**src/source/spi_params.svh**
```systemverilog
`ifndef SPI_PARAMS_SVH
`define SPI_PARAMS_SVH

// Bits per transfer
`define SPI_DATA_WIDTH 16

// clk cycles per SCK half period
`define SPI_HALF_PERIOD 4

// Bit counter must hold the value SPI_DATA_WIDTH
`define SPI_BIT_COUNT_WIDTH 5

`endif

```
**src/source/spi_pkg.sv**
```systemverilog
`default_nettype none

`include "spi_params.svh"

package spi_pkg;

  typedef logic [`SPI_DATA_WIDTH-1:0] spi_word_t;

  // Shift engine states
  typedef enum logic [1:0] {
    SPI_IDLE  = 2'd0,
    SPI_SHIFT = 2'd1,
    SPI_DONE  = 2'd2
  } spi_state_e;

endpackage

`default_nettype wire

```
**src/source/spi_start_stage.sv**
```systemverilog
`default_nettype none

module spi_start_stage
  import spi_pkg::*;
(
  input  logic      clk,
  input  logic      reset,
  input  logic      en,
  input  logic      start,
  input  spi_word_t data_in,
  input  logic      engine_idle,
  output logic      launch,
  output spi_word_t tx_word
);

  // Last two samples of start, newest in bit 0
  logic [1:0] start_hist;
  logic       start_edge;
  logic       accept;

  assign start_edge = (start_hist == 2'b01);

  // Edges seen while disabled or busy are simply lost
  assign accept = start_edge && en && engine_idle;

  always_ff @(posedge clk) begin
    if (reset) begin
      start_hist <= 2'b00;
    end else begin
      start_hist <= {start_hist[0], start};
    end
  end

  always_ff @(posedge clk) begin
    if (reset) begin
      launch <= 1'b0;
    end else begin
      launch <= accept;
    end
  end

  // Word is captured together with the launch pulse
  always_ff @(posedge clk) begin
    if (accept) begin
      tx_word <= data_in;
    end
  end

endmodule

`default_nettype wire

```
**src/source/spi_sck_gen.sv**
```systemverilog
`default_nettype none

`include "spi_params.svh"

module spi_sck_gen (
  input  logic clk,
  input  logic reset,
  input  logic sck_run,
  output logic sck,
  output logic sck_rise,
  output logic sck_fall
);

  localparam int unsigned HALF_PERIOD = `SPI_HALF_PERIOD;
  localparam int unsigned CNT_W = (HALF_PERIOD > 1) ? $clog2(HALF_PERIOD) : 1;

  logic [CNT_W-1:0] half_cnt;
  logic             toggle;

  // Flip sck at the end of every half period
  assign toggle = sck_run && (half_cnt == CNT_W'(HALF_PERIOD - 1));

  always_ff @(posedge clk) begin
    if (reset || !sck_run) begin
      half_cnt <= '0;
    end else if (toggle) begin
      half_cnt <= '0;
    end else begin
      half_cnt <= half_cnt + 1'b1;
    end
  end

  // Strobes line up with the cycle in which sck shows its new level
  always_ff @(posedge clk) begin
    if (reset || !sck_run) begin
      sck      <= 1'b0;
      sck_rise <= 1'b0;
      sck_fall <= 1'b0;
    end else begin
      sck_rise <= toggle && !sck;
      sck_fall <= toggle && sck;
      if (toggle) begin
        sck <= ~sck;
      end
    end
  end

endmodule

`default_nettype wire

```
**src/source/spi_shift_engine.sv**
```systemverilog
`default_nettype none

`include "spi_params.svh"

module spi_shift_engine
  import spi_pkg::*;
(
  input  logic      clk,
  input  logic      reset,
  input  logic      en,
  input  logic      launch,
  input  spi_word_t tx_word,
  input  logic      miso,
  input  logic      sck_rise,
  input  logic      sck_fall,
  output logic      sck_run,
  output logic      sel,
  output logic      busy,
  output logic      engine_idle,
  output logic      mosi,
  output logic      done,
  output spi_word_t rx_word,
  output logic      launch_seen
);

  localparam int unsigned DATA_WIDTH = `SPI_DATA_WIDTH;
  localparam int unsigned CNT_W = `SPI_BIT_COUNT_WIDTH;

  spi_state_e       state;
  spi_state_e       state_next;
  logic [CNT_W-1:0] bit_cnt;
  spi_word_t        tx_shift;
  spi_word_t        rx_shift;
  logic             miso_q;
  logic             shifting;
  logic             accept;
  logic             last_fall;

  assign shifting = (state == SPI_SHIFT);
  assign accept = (state == SPI_IDLE) && launch && en;

  // Fall after the last rise ends the word
  assign last_fall = shifting && sck_fall && (bit_cnt == CNT_W'(DATA_WIDTH));

  always_comb begin
    state_next = state;
    case (state)
      SPI_IDLE: begin
        if (accept) begin
          state_next = SPI_SHIFT;
        end
      end
      SPI_SHIFT: begin
        if (last_fall) begin
          state_next = SPI_DONE;
        end
      end
      SPI_DONE: begin
        state_next = SPI_IDLE;
      end
      default: begin
        state_next = SPI_IDLE;
      end
    endcase
    // Dropping en aborts from any state
    if (!en) begin
      state_next = SPI_IDLE;
    end
  end

  always_ff @(posedge clk) begin
    if (reset) begin
      state <= SPI_IDLE;
    end else begin
      state <= state_next;
    end
  end

  // Counts sck rises within the current word
  always_ff @(posedge clk) begin
    if (reset || !shifting) begin
      bit_cnt <= '0;
    end else if (sck_rise) begin
      bit_cnt <= bit_cnt + 1'b1;
    end
  end

  // Single sampling register on the incoming line
  always_ff @(posedge clk) begin
    miso_q <= miso;
  end

  // Transmit LSB first, next bit appears after each fall
  always_ff @(posedge clk) begin
    if (accept) begin
      tx_shift <= tx_word;
    end else if (shifting && sck_fall) begin
      tx_shift <= {1'b0, tx_shift[DATA_WIDTH-1:1]};
    end
  end

  // Receive MSB first
  always_ff @(posedge clk) begin
    if (shifting && sck_rise) begin
      rx_shift <= {rx_shift[DATA_WIDTH-2:0], miso_q};
    end
  end

  assign sck_run     = shifting;
  assign sel         = shifting;
  assign busy        = shifting;
  assign engine_idle = (state == SPI_IDLE);
  assign mosi        = tx_shift[0] && shifting;
  assign done        = (state == SPI_DONE);
  assign rx_word     = rx_shift;
  assign launch_seen = accept;

endmodule

`default_nettype wire

```
**src/source/spi_result_stage.sv**
```systemverilog
`default_nettype none

module spi_result_stage
  import spi_pkg::*;
(
  input  logic      clk,
  input  logic      reset,
  input  logic      en,
  input  logic      done,
  input  logic      launch_seen,
  input  spi_word_t rx_word,
  output logic      valid,
  output spi_word_t data_out
);

  spi_word_t rx_hold;

  // valid is held until a new transfer starts or en drops
  always_ff @(posedge clk) begin
    if (reset) begin
      valid <= 1'b0;
    end else if (!en) begin
      valid <= 1'b0;
    end else if (launch_seen) begin
      valid <= 1'b0;
    end else if (done) begin
      valid <= 1'b1;
    end
  end

  always_ff @(posedge clk) begin
    if (done) begin
      rx_hold <= rx_word;
    end
  end

  // Output reads as zero without a valid word
  assign data_out = valid ? rx_hold : '0;

endmodule

`default_nettype wire

```
**src/source/spi_master_top.sv**
```systemverilog
`default_nettype none

module spi_master_top
  import spi_pkg::*;
(
  input  logic      clk,
  input  logic      reset,
  input  logic      en,
  input  logic      start,
  input  spi_word_t data_in,
  input  logic      miso,
  output logic      sck,
  output logic      mosi,
  output logic      sel,
  output logic      busy,
  output logic      valid,
  output spi_word_t data_out
);

  logic      launch;
  spi_word_t tx_word;
  logic      engine_idle;
  logic      sck_run;
  logic      sck_rise;
  logic      sck_fall;
  logic      done;
  spi_word_t rx_word;
  logic      launch_seen;

  spi_start_stage i_start_stage (
    .clk         (clk),
    .reset       (reset),
    .en          (en),
    .start       (start),
    .data_in     (data_in),
    .engine_idle (engine_idle),
    .launch      (launch),
    .tx_word     (tx_word)
  );

  spi_sck_gen i_sck_gen (
    .clk      (clk),
    .reset    (reset),
    .sck_run  (sck_run),
    .sck      (sck),
    .sck_rise (sck_rise),
    .sck_fall (sck_fall)
  );

  spi_shift_engine i_shift_engine (
    .clk         (clk),
    .reset       (reset),
    .en          (en),
    .launch      (launch),
    .tx_word     (tx_word),
    .miso        (miso),
    .sck_rise    (sck_rise),
    .sck_fall    (sck_fall),
    .sck_run     (sck_run),
    .sel         (sel),
    .busy        (busy),
    .engine_idle (engine_idle),
    .mosi        (mosi),
    .done        (done),
    .rx_word     (rx_word),
    .launch_seen (launch_seen)
  );

  spi_result_stage i_result_stage (
    .clk         (clk),
    .reset       (reset),
    .en          (en),
    .done        (done),
    .launch_seen (launch_seen),
    .rx_word     (rx_word),
    .valid       (valid),
    .data_out    (data_out)
  );

endmodule

`default_nettype wire

```
**config.mk**
```make
export PLATFORM = sky130hd
export DESIGN_NAME = spi_master_top
export DESIGN_NICKNAME = d
export VERILOG_FILES = /design/src/source/spi_pkg.sv /design/src/source/spi_start_stage.sv /design/src/source/spi_sck_gen.sv /design/src/source/spi_shift_engine.sv /design/src/source/spi_result_stage.sv /design/src/source/spi_master_top.sv
export VERILOG_INCLUDE_DIRS = /design/src /design/src/source
export SDC_FILE = /design/constraint.sdc
export NUM_CORES = 1
export LEC_CHECK = 0
export BUFFER_PORTS_ARGS = -buffer_cell sky130_fd_sc_hd__buf_2
export CORE_MARGIN = 10
export CORE_UTILIZATION = 50
export DETAILED_ROUTE_END_ITERATION = 6
export PLACE_DENSITY_LB_ADDON = 0.15
export SETUP_SLACK_MARGIN = 0.15
export SLEW_MARGIN = 40
export SYNTH_ARGS = -nofsm -noshare
export SYNTH_HDL_FRONTEND = slang
export SYNTH_HIERARCHICAL = 1
export SYNTH_SLANG_ARGS = --single-unit
```
**constraint.sdc**
```tcl
create_clock -name clk -period 1.5 [get_ports clk]
set_clock_uncertainty 0.05 [all_clocks]
set_input_delay 0.15 -clock clk [delete_from_list [all_inputs] [get_ports clk]]
set_output_delay 0.15 -clock clk [all_outputs]
set_load 0.02 [all_outputs]
```
; Word-level counts from Yosys, hierarchy flattened
; Cells that the tools add are included.
[totals]
ff_bits = 81
out_inout_bits = 21
wordCells = 51
[op_classes]
n_addsub = 2
n_eq_ne = 7
mux = 6
bitwise_logic = 2
n_reduce_logical = 20
[op_table]
columns = operator, count
row1 = 16-bit 2-to-1 mux, 3
row2 = 1-bit logical AND, 11
row3 = 5-bit by 1-bit adder with 5-bit output (second input constant), 1
row4 = 5-bit == test (second input constant), 1
row5 = 2-bit by 1-bit == test with 1-bit output (second input constant), 2
row6 = 2-bit == test (second input constant), 2
row7 = 2-bit 2-to-1 mux, 2
row8 = 2-bit by 1-bit inequality test with 1-bit output (second input constant), 2
row9 = 2-bit case mux with 2 select lines, 1
row10 = 2-bit OR reduction, 2
row11 = 3-bit OR reduction, 1
row12 = 2-bit by 1-bit adder with 2-bit output (second input constant), 1
row13 = 1-bit logical NOT, 2
row14 = 2-bit logical NOT, 1
row15 = 1-bit inverter, 2
row16 = 2-bit AND reduction, 1
row17 = 2-bit nonzero test, 1
row18 = 1-bit logical OR, 1

; Depth between registers and ports, before layout
[logic_depth]
word_depth = 5
depth_mapped = 5

; By module
; The synthesis kept the hierarchy.
[modules_own_cells]
columns = module, instances, cells_each, area_each_um2, seq_area_each_um2
row1 = spi_shift_engine, 1, 91, 1572.8, 1121.1
row2 = spi_result_stage, 1, 36, 644.4, 500.5
row3 = spi_start_stage, 1, 23, 571.8, 540.5
row4 = spi_sck_gen, 1, 14, 166.4, 100.1

; Worst setup path after synthesis
; Ideal clock, no wire load.
[synth_path]
path_type = flip-flop to flip-flop
start = register i_shift_engine.state[0]
end = register i_shift_engine.rx_shift[0], in the netlist i_shift_engine/rx_word[0] (enable)
setup_time_ps = 374
arrival_ps = 1415
t_required_ps = 1076
path_slack_ps = -339
path_stages_with_launch = 3
path_buffers = 0
synth_period_minus_slack_ps = 1839
path_cell_list = dfxtp_1 > nor2b_1 > and2_1
[synth_via]
elab_chain_cells = 2
[synth_rtl]
columns = element, line_no
row1 = from (decl), spi_shift_engine.sv:29  ; spi_state_e state;
row2 = from (signal assigned), spi_shift_engine.sv:75  ; state <= state_next;
row3 = 2-bit by 1-bit == test with 1-bit output, spi_shift_engine.sv:39  ; assign shifting = (state == SPI_SHIFT);
row4 = net busy, spi_master_top.sv:15  ; output logic busy,
row5 = 1-bit logical AND, spi_shift_engine.sv:104  ; if (shifting && sck_rise) begin
row6 = to (signal assigned), spi_shift_engine.sv:105  ; rx_shift <= {rx_shift[DATA_WIDTH-2:0], miso_q};
row7 = to (decl), spi_shift_engine.sv:33  ; spi_word_t rx_shift;
; The timed path passes the listed nets, and every way through them passes these cells.
; A chain may end at the register's enable or synchronous reset.

; Final worst setup path
[layout_path]
start = register i_shift_engine.state[0]
end = register i_shift_engine.tx_shift[5], data pin
[layout_via]
elab_chain_cells = 4
[layout_rtl]
columns = element, line_no
row1 = 2-bit logical NOT, n/a
row2 = net engine_idle, spi_master_top.sv:22  ; logic engine_idle;
row3 = 1-bit logical AND (2 in a row), spi_shift_engine.sv:40  ; assign accept = (state == SPI_IDLE) && launch && en;
row4 = net launch_seen, spi_master_top.sv:28  ; logic launch_seen;
row5 = 16-bit 2-to-1 mux, spi_shift_engine.sv:95  ; if (accept) begin
row6 = to (signal assigned), spi_shift_engine.sv:96  ; tx_shift <= tx_word;
row7 = to (signal assigned), spi_shift_engine.sv:98  ; tx_shift <= {1'b0, tx_shift[DATA_WIDTH-1:1]};
row8 = to (decl), spi_shift_engine.sv:32  ; spi_word_t tx_shift;
; The timed path passes the listed nets, and every way through them passes these cells.

==> results.sh <==
export IMPL_clkPwrFrac_pct=39.3
export IMPL_routedWlPerCell_um=15.8
export IMPL_fillers=394
export IMPL_cts_root_buf="clkbuf_8"
export IMPL_seq_area_um2=2270
export IMPL_drt_initial_drc_count=70
export IMPL_slew_violations=0
export IMPL_cts_path_max_buffers=2
export IMPL_peakVddDrop_mv=0.643
export IMPL_grt_pass1_vias=1602
export IMPL_dp_hpwl_um=3040
export IMPL_clock_latency_ns=0.33
export IMPL_synth_area_um2=2960
export IMPL_endpoint_kind="flop"
export IMPL_dp_cells=275
export IMPL_rsz0062_at_grt="yes"
export IMPL_antenna_left=0
export IMPL_grt_max_degree=19
export IMPL_finalWeightedCongestion=0.685
export IMPL_arrival_ns=1.50
export IMPL_final_cell_mix="edfxtp_1, buf_2, dlygate4sd3_1"
export IMPL_rrSetupSlack_ns=0.04
export IMPL_layout_nets=267
export IMPL_seq_area_frac_synth_pct=76.5
export IMPL_grt_pass1_wl_um=8160
export IMPL_clkTransAtPathRegs_ns=0.08
export IMPL_initial_utilization_pct=52.7
export IMPL_antenna_cells=0
export IMPL_status="finished, final reports clean"
export IMPL_p_leak_nw=1.44
export IMPL_via_per_inst=4.86
export IMPL_setup_violations=0
export IMPL_combPwrFrac_pct=2.8
export IMPL_powerDensity_nw_per_um2=1100
export IMPL_cp_start_kind="flop"
export IMPL_intPower_mw=3.43
export IMPL_die_x_um=96.9
export IMPL_worstPathMaxFanout=7
export IMPL_cap_violations=0
export IMPL_postSynthAreaPerCell_um2=18.0
export IMPL_clkSinkCount=81
export IMPL_hp_class="in -> reg"
export IMPL_cp_required_ns=1.54
export IMPL_grt_antenna_before_repair=0
export IMPL_synthToLayoutAreaGrowth_pct=29.3
export IMPL_vias=1556
export IMPL_drive_gt1_share_pct=45.2
export IMPL_tns_ns=0
export IMPL_fp_dieArea_um2=9390
export IMPL_overflow=0
export IMPL_drc=0
export IMPL_dieHeight_um=96.9
export IMPL_synth_warnings=6
export IMPL_io_buffer_count=41
export IMPL_multi_input_area_um2=689
export IMPL_criticalPathCategory="reg -> reg"
export IMPL_synth_cells=164
export IMPL_max_freq_ghz=0.685
export IMPL_synthDistinctLibCells=31
export IMPL_timing_final_hold_violations=0
export IMPL_mostFrequentLayoutCell="edfxtp_1"
export IMPL_stdcell_count=320
export IMPL_htreeDepth=3
export IMPL_synthesis_nets=188
export IMPL_relSlewSlack_pct=79.9
export IMPL_tightest_slew_ns=0.300
export IMPL_p_sw_mw=0.755
export IMPL_ios=42
export IMPL_rows=27
export IMPL_fin_crit_ns=1.46
export IMPL_synth_seq_cells=81
export IMPL_p_seq_share_pct=57.9
export IMPL_cts_buffers=9
export IMPL_cts_tree="yes"
export IMPL_period_share_pct=97.3
export IMPL_dr_pass1_iters=4
export IMPL_finalWirelength_um=5050
export IMPL_swShare_pct=18.0
export IMPL_core_area_um2=5610
export IMPL_grt_usage_pct=10.7
## worst paths after layout
| check | from | to | cells after the start |
|---|---|---|---|
| worst max-delay path | i_shift_engine/state[0] | i_shift_engine/tx_shift[5] | 4 |
| worst min-delay path | en | i_shift_engine/state[0] | 2 |
| worst max register to register | i_shift_engine/state[0] | i_shift_engine/tx_shift[5] | 4 |
| worst min register to register | i_shift_engine/miso_q | i_shift_engine/rx_word[0] | 0 |
## cells in the mapped netlist
cell type / count / area [µm²]
xor2_1: 3 / 26.3
ha_1: 3 / 37.5
and3_1: 1 / 6.26
and3_4: 1 / 11.3
mux2i_1: 1 / 10.0
a32o_1: 1 / 10.0
and2_2: 17 / 128
buf_4: 2 / 15.0
nor4b_2: 1 / 15.0
nand2_1: 3 / 11.3
nor2_2: 1 / 6.26
a21o_2: 1 / 8.76
and4b_1: 1 / 10.0
nor2b_1: 4 / 25.0
buf_6: 1 / 11.3
nor2b_2: 1 / 8.76
buf_12: 1 / 20.0
edfxtp_1: 64 / 1920
nor3b_1: 2 / 15.0
nor2_1: 9 / 33.8
nor3_1: 1 / 5.00
clkbuf_2: 1 / 5.00
mux2_4: 6 / 90.1
and2b_2: 1 / 8.76
mux2_2: 9 / 101
nand4_1: 3 / 18.8
nand2b_4: 1 / 13.8
and2_1: 2 / 12.5
dfxtp_1: 17 / 340
inv_1: 3 / 11.3
xnor2_1: 2 / 17.5
## through the flow
| step | util (%) | total power [mW] | cell area [µm²] | hold slack, ns | setup WS, ns |
|---|---|---|---|---|---|
| 3_3_place_gp | 58.2 | 2.54 | 3270 | 0.203 | 0.0302 |
| 4_1_cts | 67.5 | 4.25 | 3790 | 0.0630 | 0.0639 |
| 3_5_place_dp | 58.2 | 2.55 | 3270 | 0.205 | -0.0124 |
| 5_1_grt | 68.1 | 4.37 | 3820 | 0.0688 | 0.0108 |
| 2_1_floorplan | - | 2.51 | 2970 | 0.128 | 0.0551 |
| 6_report | 68.1 | 4.19 | 3820 | 0.0887 | 0.0411 |
## area by class of cell
type | count | area share, %
clock buffer | 11 | 3.44
clock inverter | 5 | 2.10
inverter | 3 | 0.295
multi-input combinational | 77 | 18.0
sequential | 81 | 59.4
tap | 72 | 2.36
timing repair buffer | 71 | 14.3
## routing by layer
metal  vias up  global-route usage, %  routed length (µm)
met2        46                   16.0                2400
met1       750                   13.3                2320
met4         0                   3.04                  44
li1        754                      -                   -
met3         6                   5.68                 284
met5         -                      0                   0
## state kept, by name, indices dropped and copies added, names as in the netlist, 2 cells and up
| register | count |
|---|---|
| i_start_stage/start_hist | 2 |
| i_sck_gen/half_cnt | 2 |
| i_start_stage/tx_word | 16 |
| i_shift_engine/rx_word | 16 |
| i_shift_engine/bit_cnt | 5 |
| i_result_stage/rx_hold | 16 |
| i_shift_engine/state | 2 |
| i_shift_engine/tx_shift | 16 |
## power by group through the flow
stage	Combinational (mW)	Clock (mW)	Sequential (mW)
detailed placement	0.0687	0	2.48
global placement	0.0646	0	2.48
finish	0.118	1.64	2.43
CTS	0.116	1.71	2.43
floorplan	0.0319	0	2.48
global route	0.129	1.82	2.43
## cell families (layout without fill, tap and decap cells)
group / after synthesis / in the layout / share of synthesized area, %
AOI/OAI and AO/OA: 2 / 3 / 0.635
xor gates and xnor gates: 5 / 5 / 1.48
adders and majority gates: 3 / 3 / 1.27
buffers and inverters: 8 / 90 / 2.12
DFF: 81 / 81 / 76.5
muxes: 16 / 16 / 6.82
and+or+nand+nor: 49 / 50 / 11.1
## what timing repair did
action,4_1_cts,5_1_grt
resized for setup,14,5
endpoints found under the setup margin,51,66
pin swaps,2,2
setup buffers,7,0
endpoints found under the hold margin,20,0
gates cloned,0,2
hold buffers,20,0
## worst max-delay path: stages (launching register included)
cell and delay [ns]:
dfxtp_4 0.36, nor2_4 0.11, and3_4 0.23, buf_12 0.12
mux2_2 0.33
(Power assumes the default switching activity.)
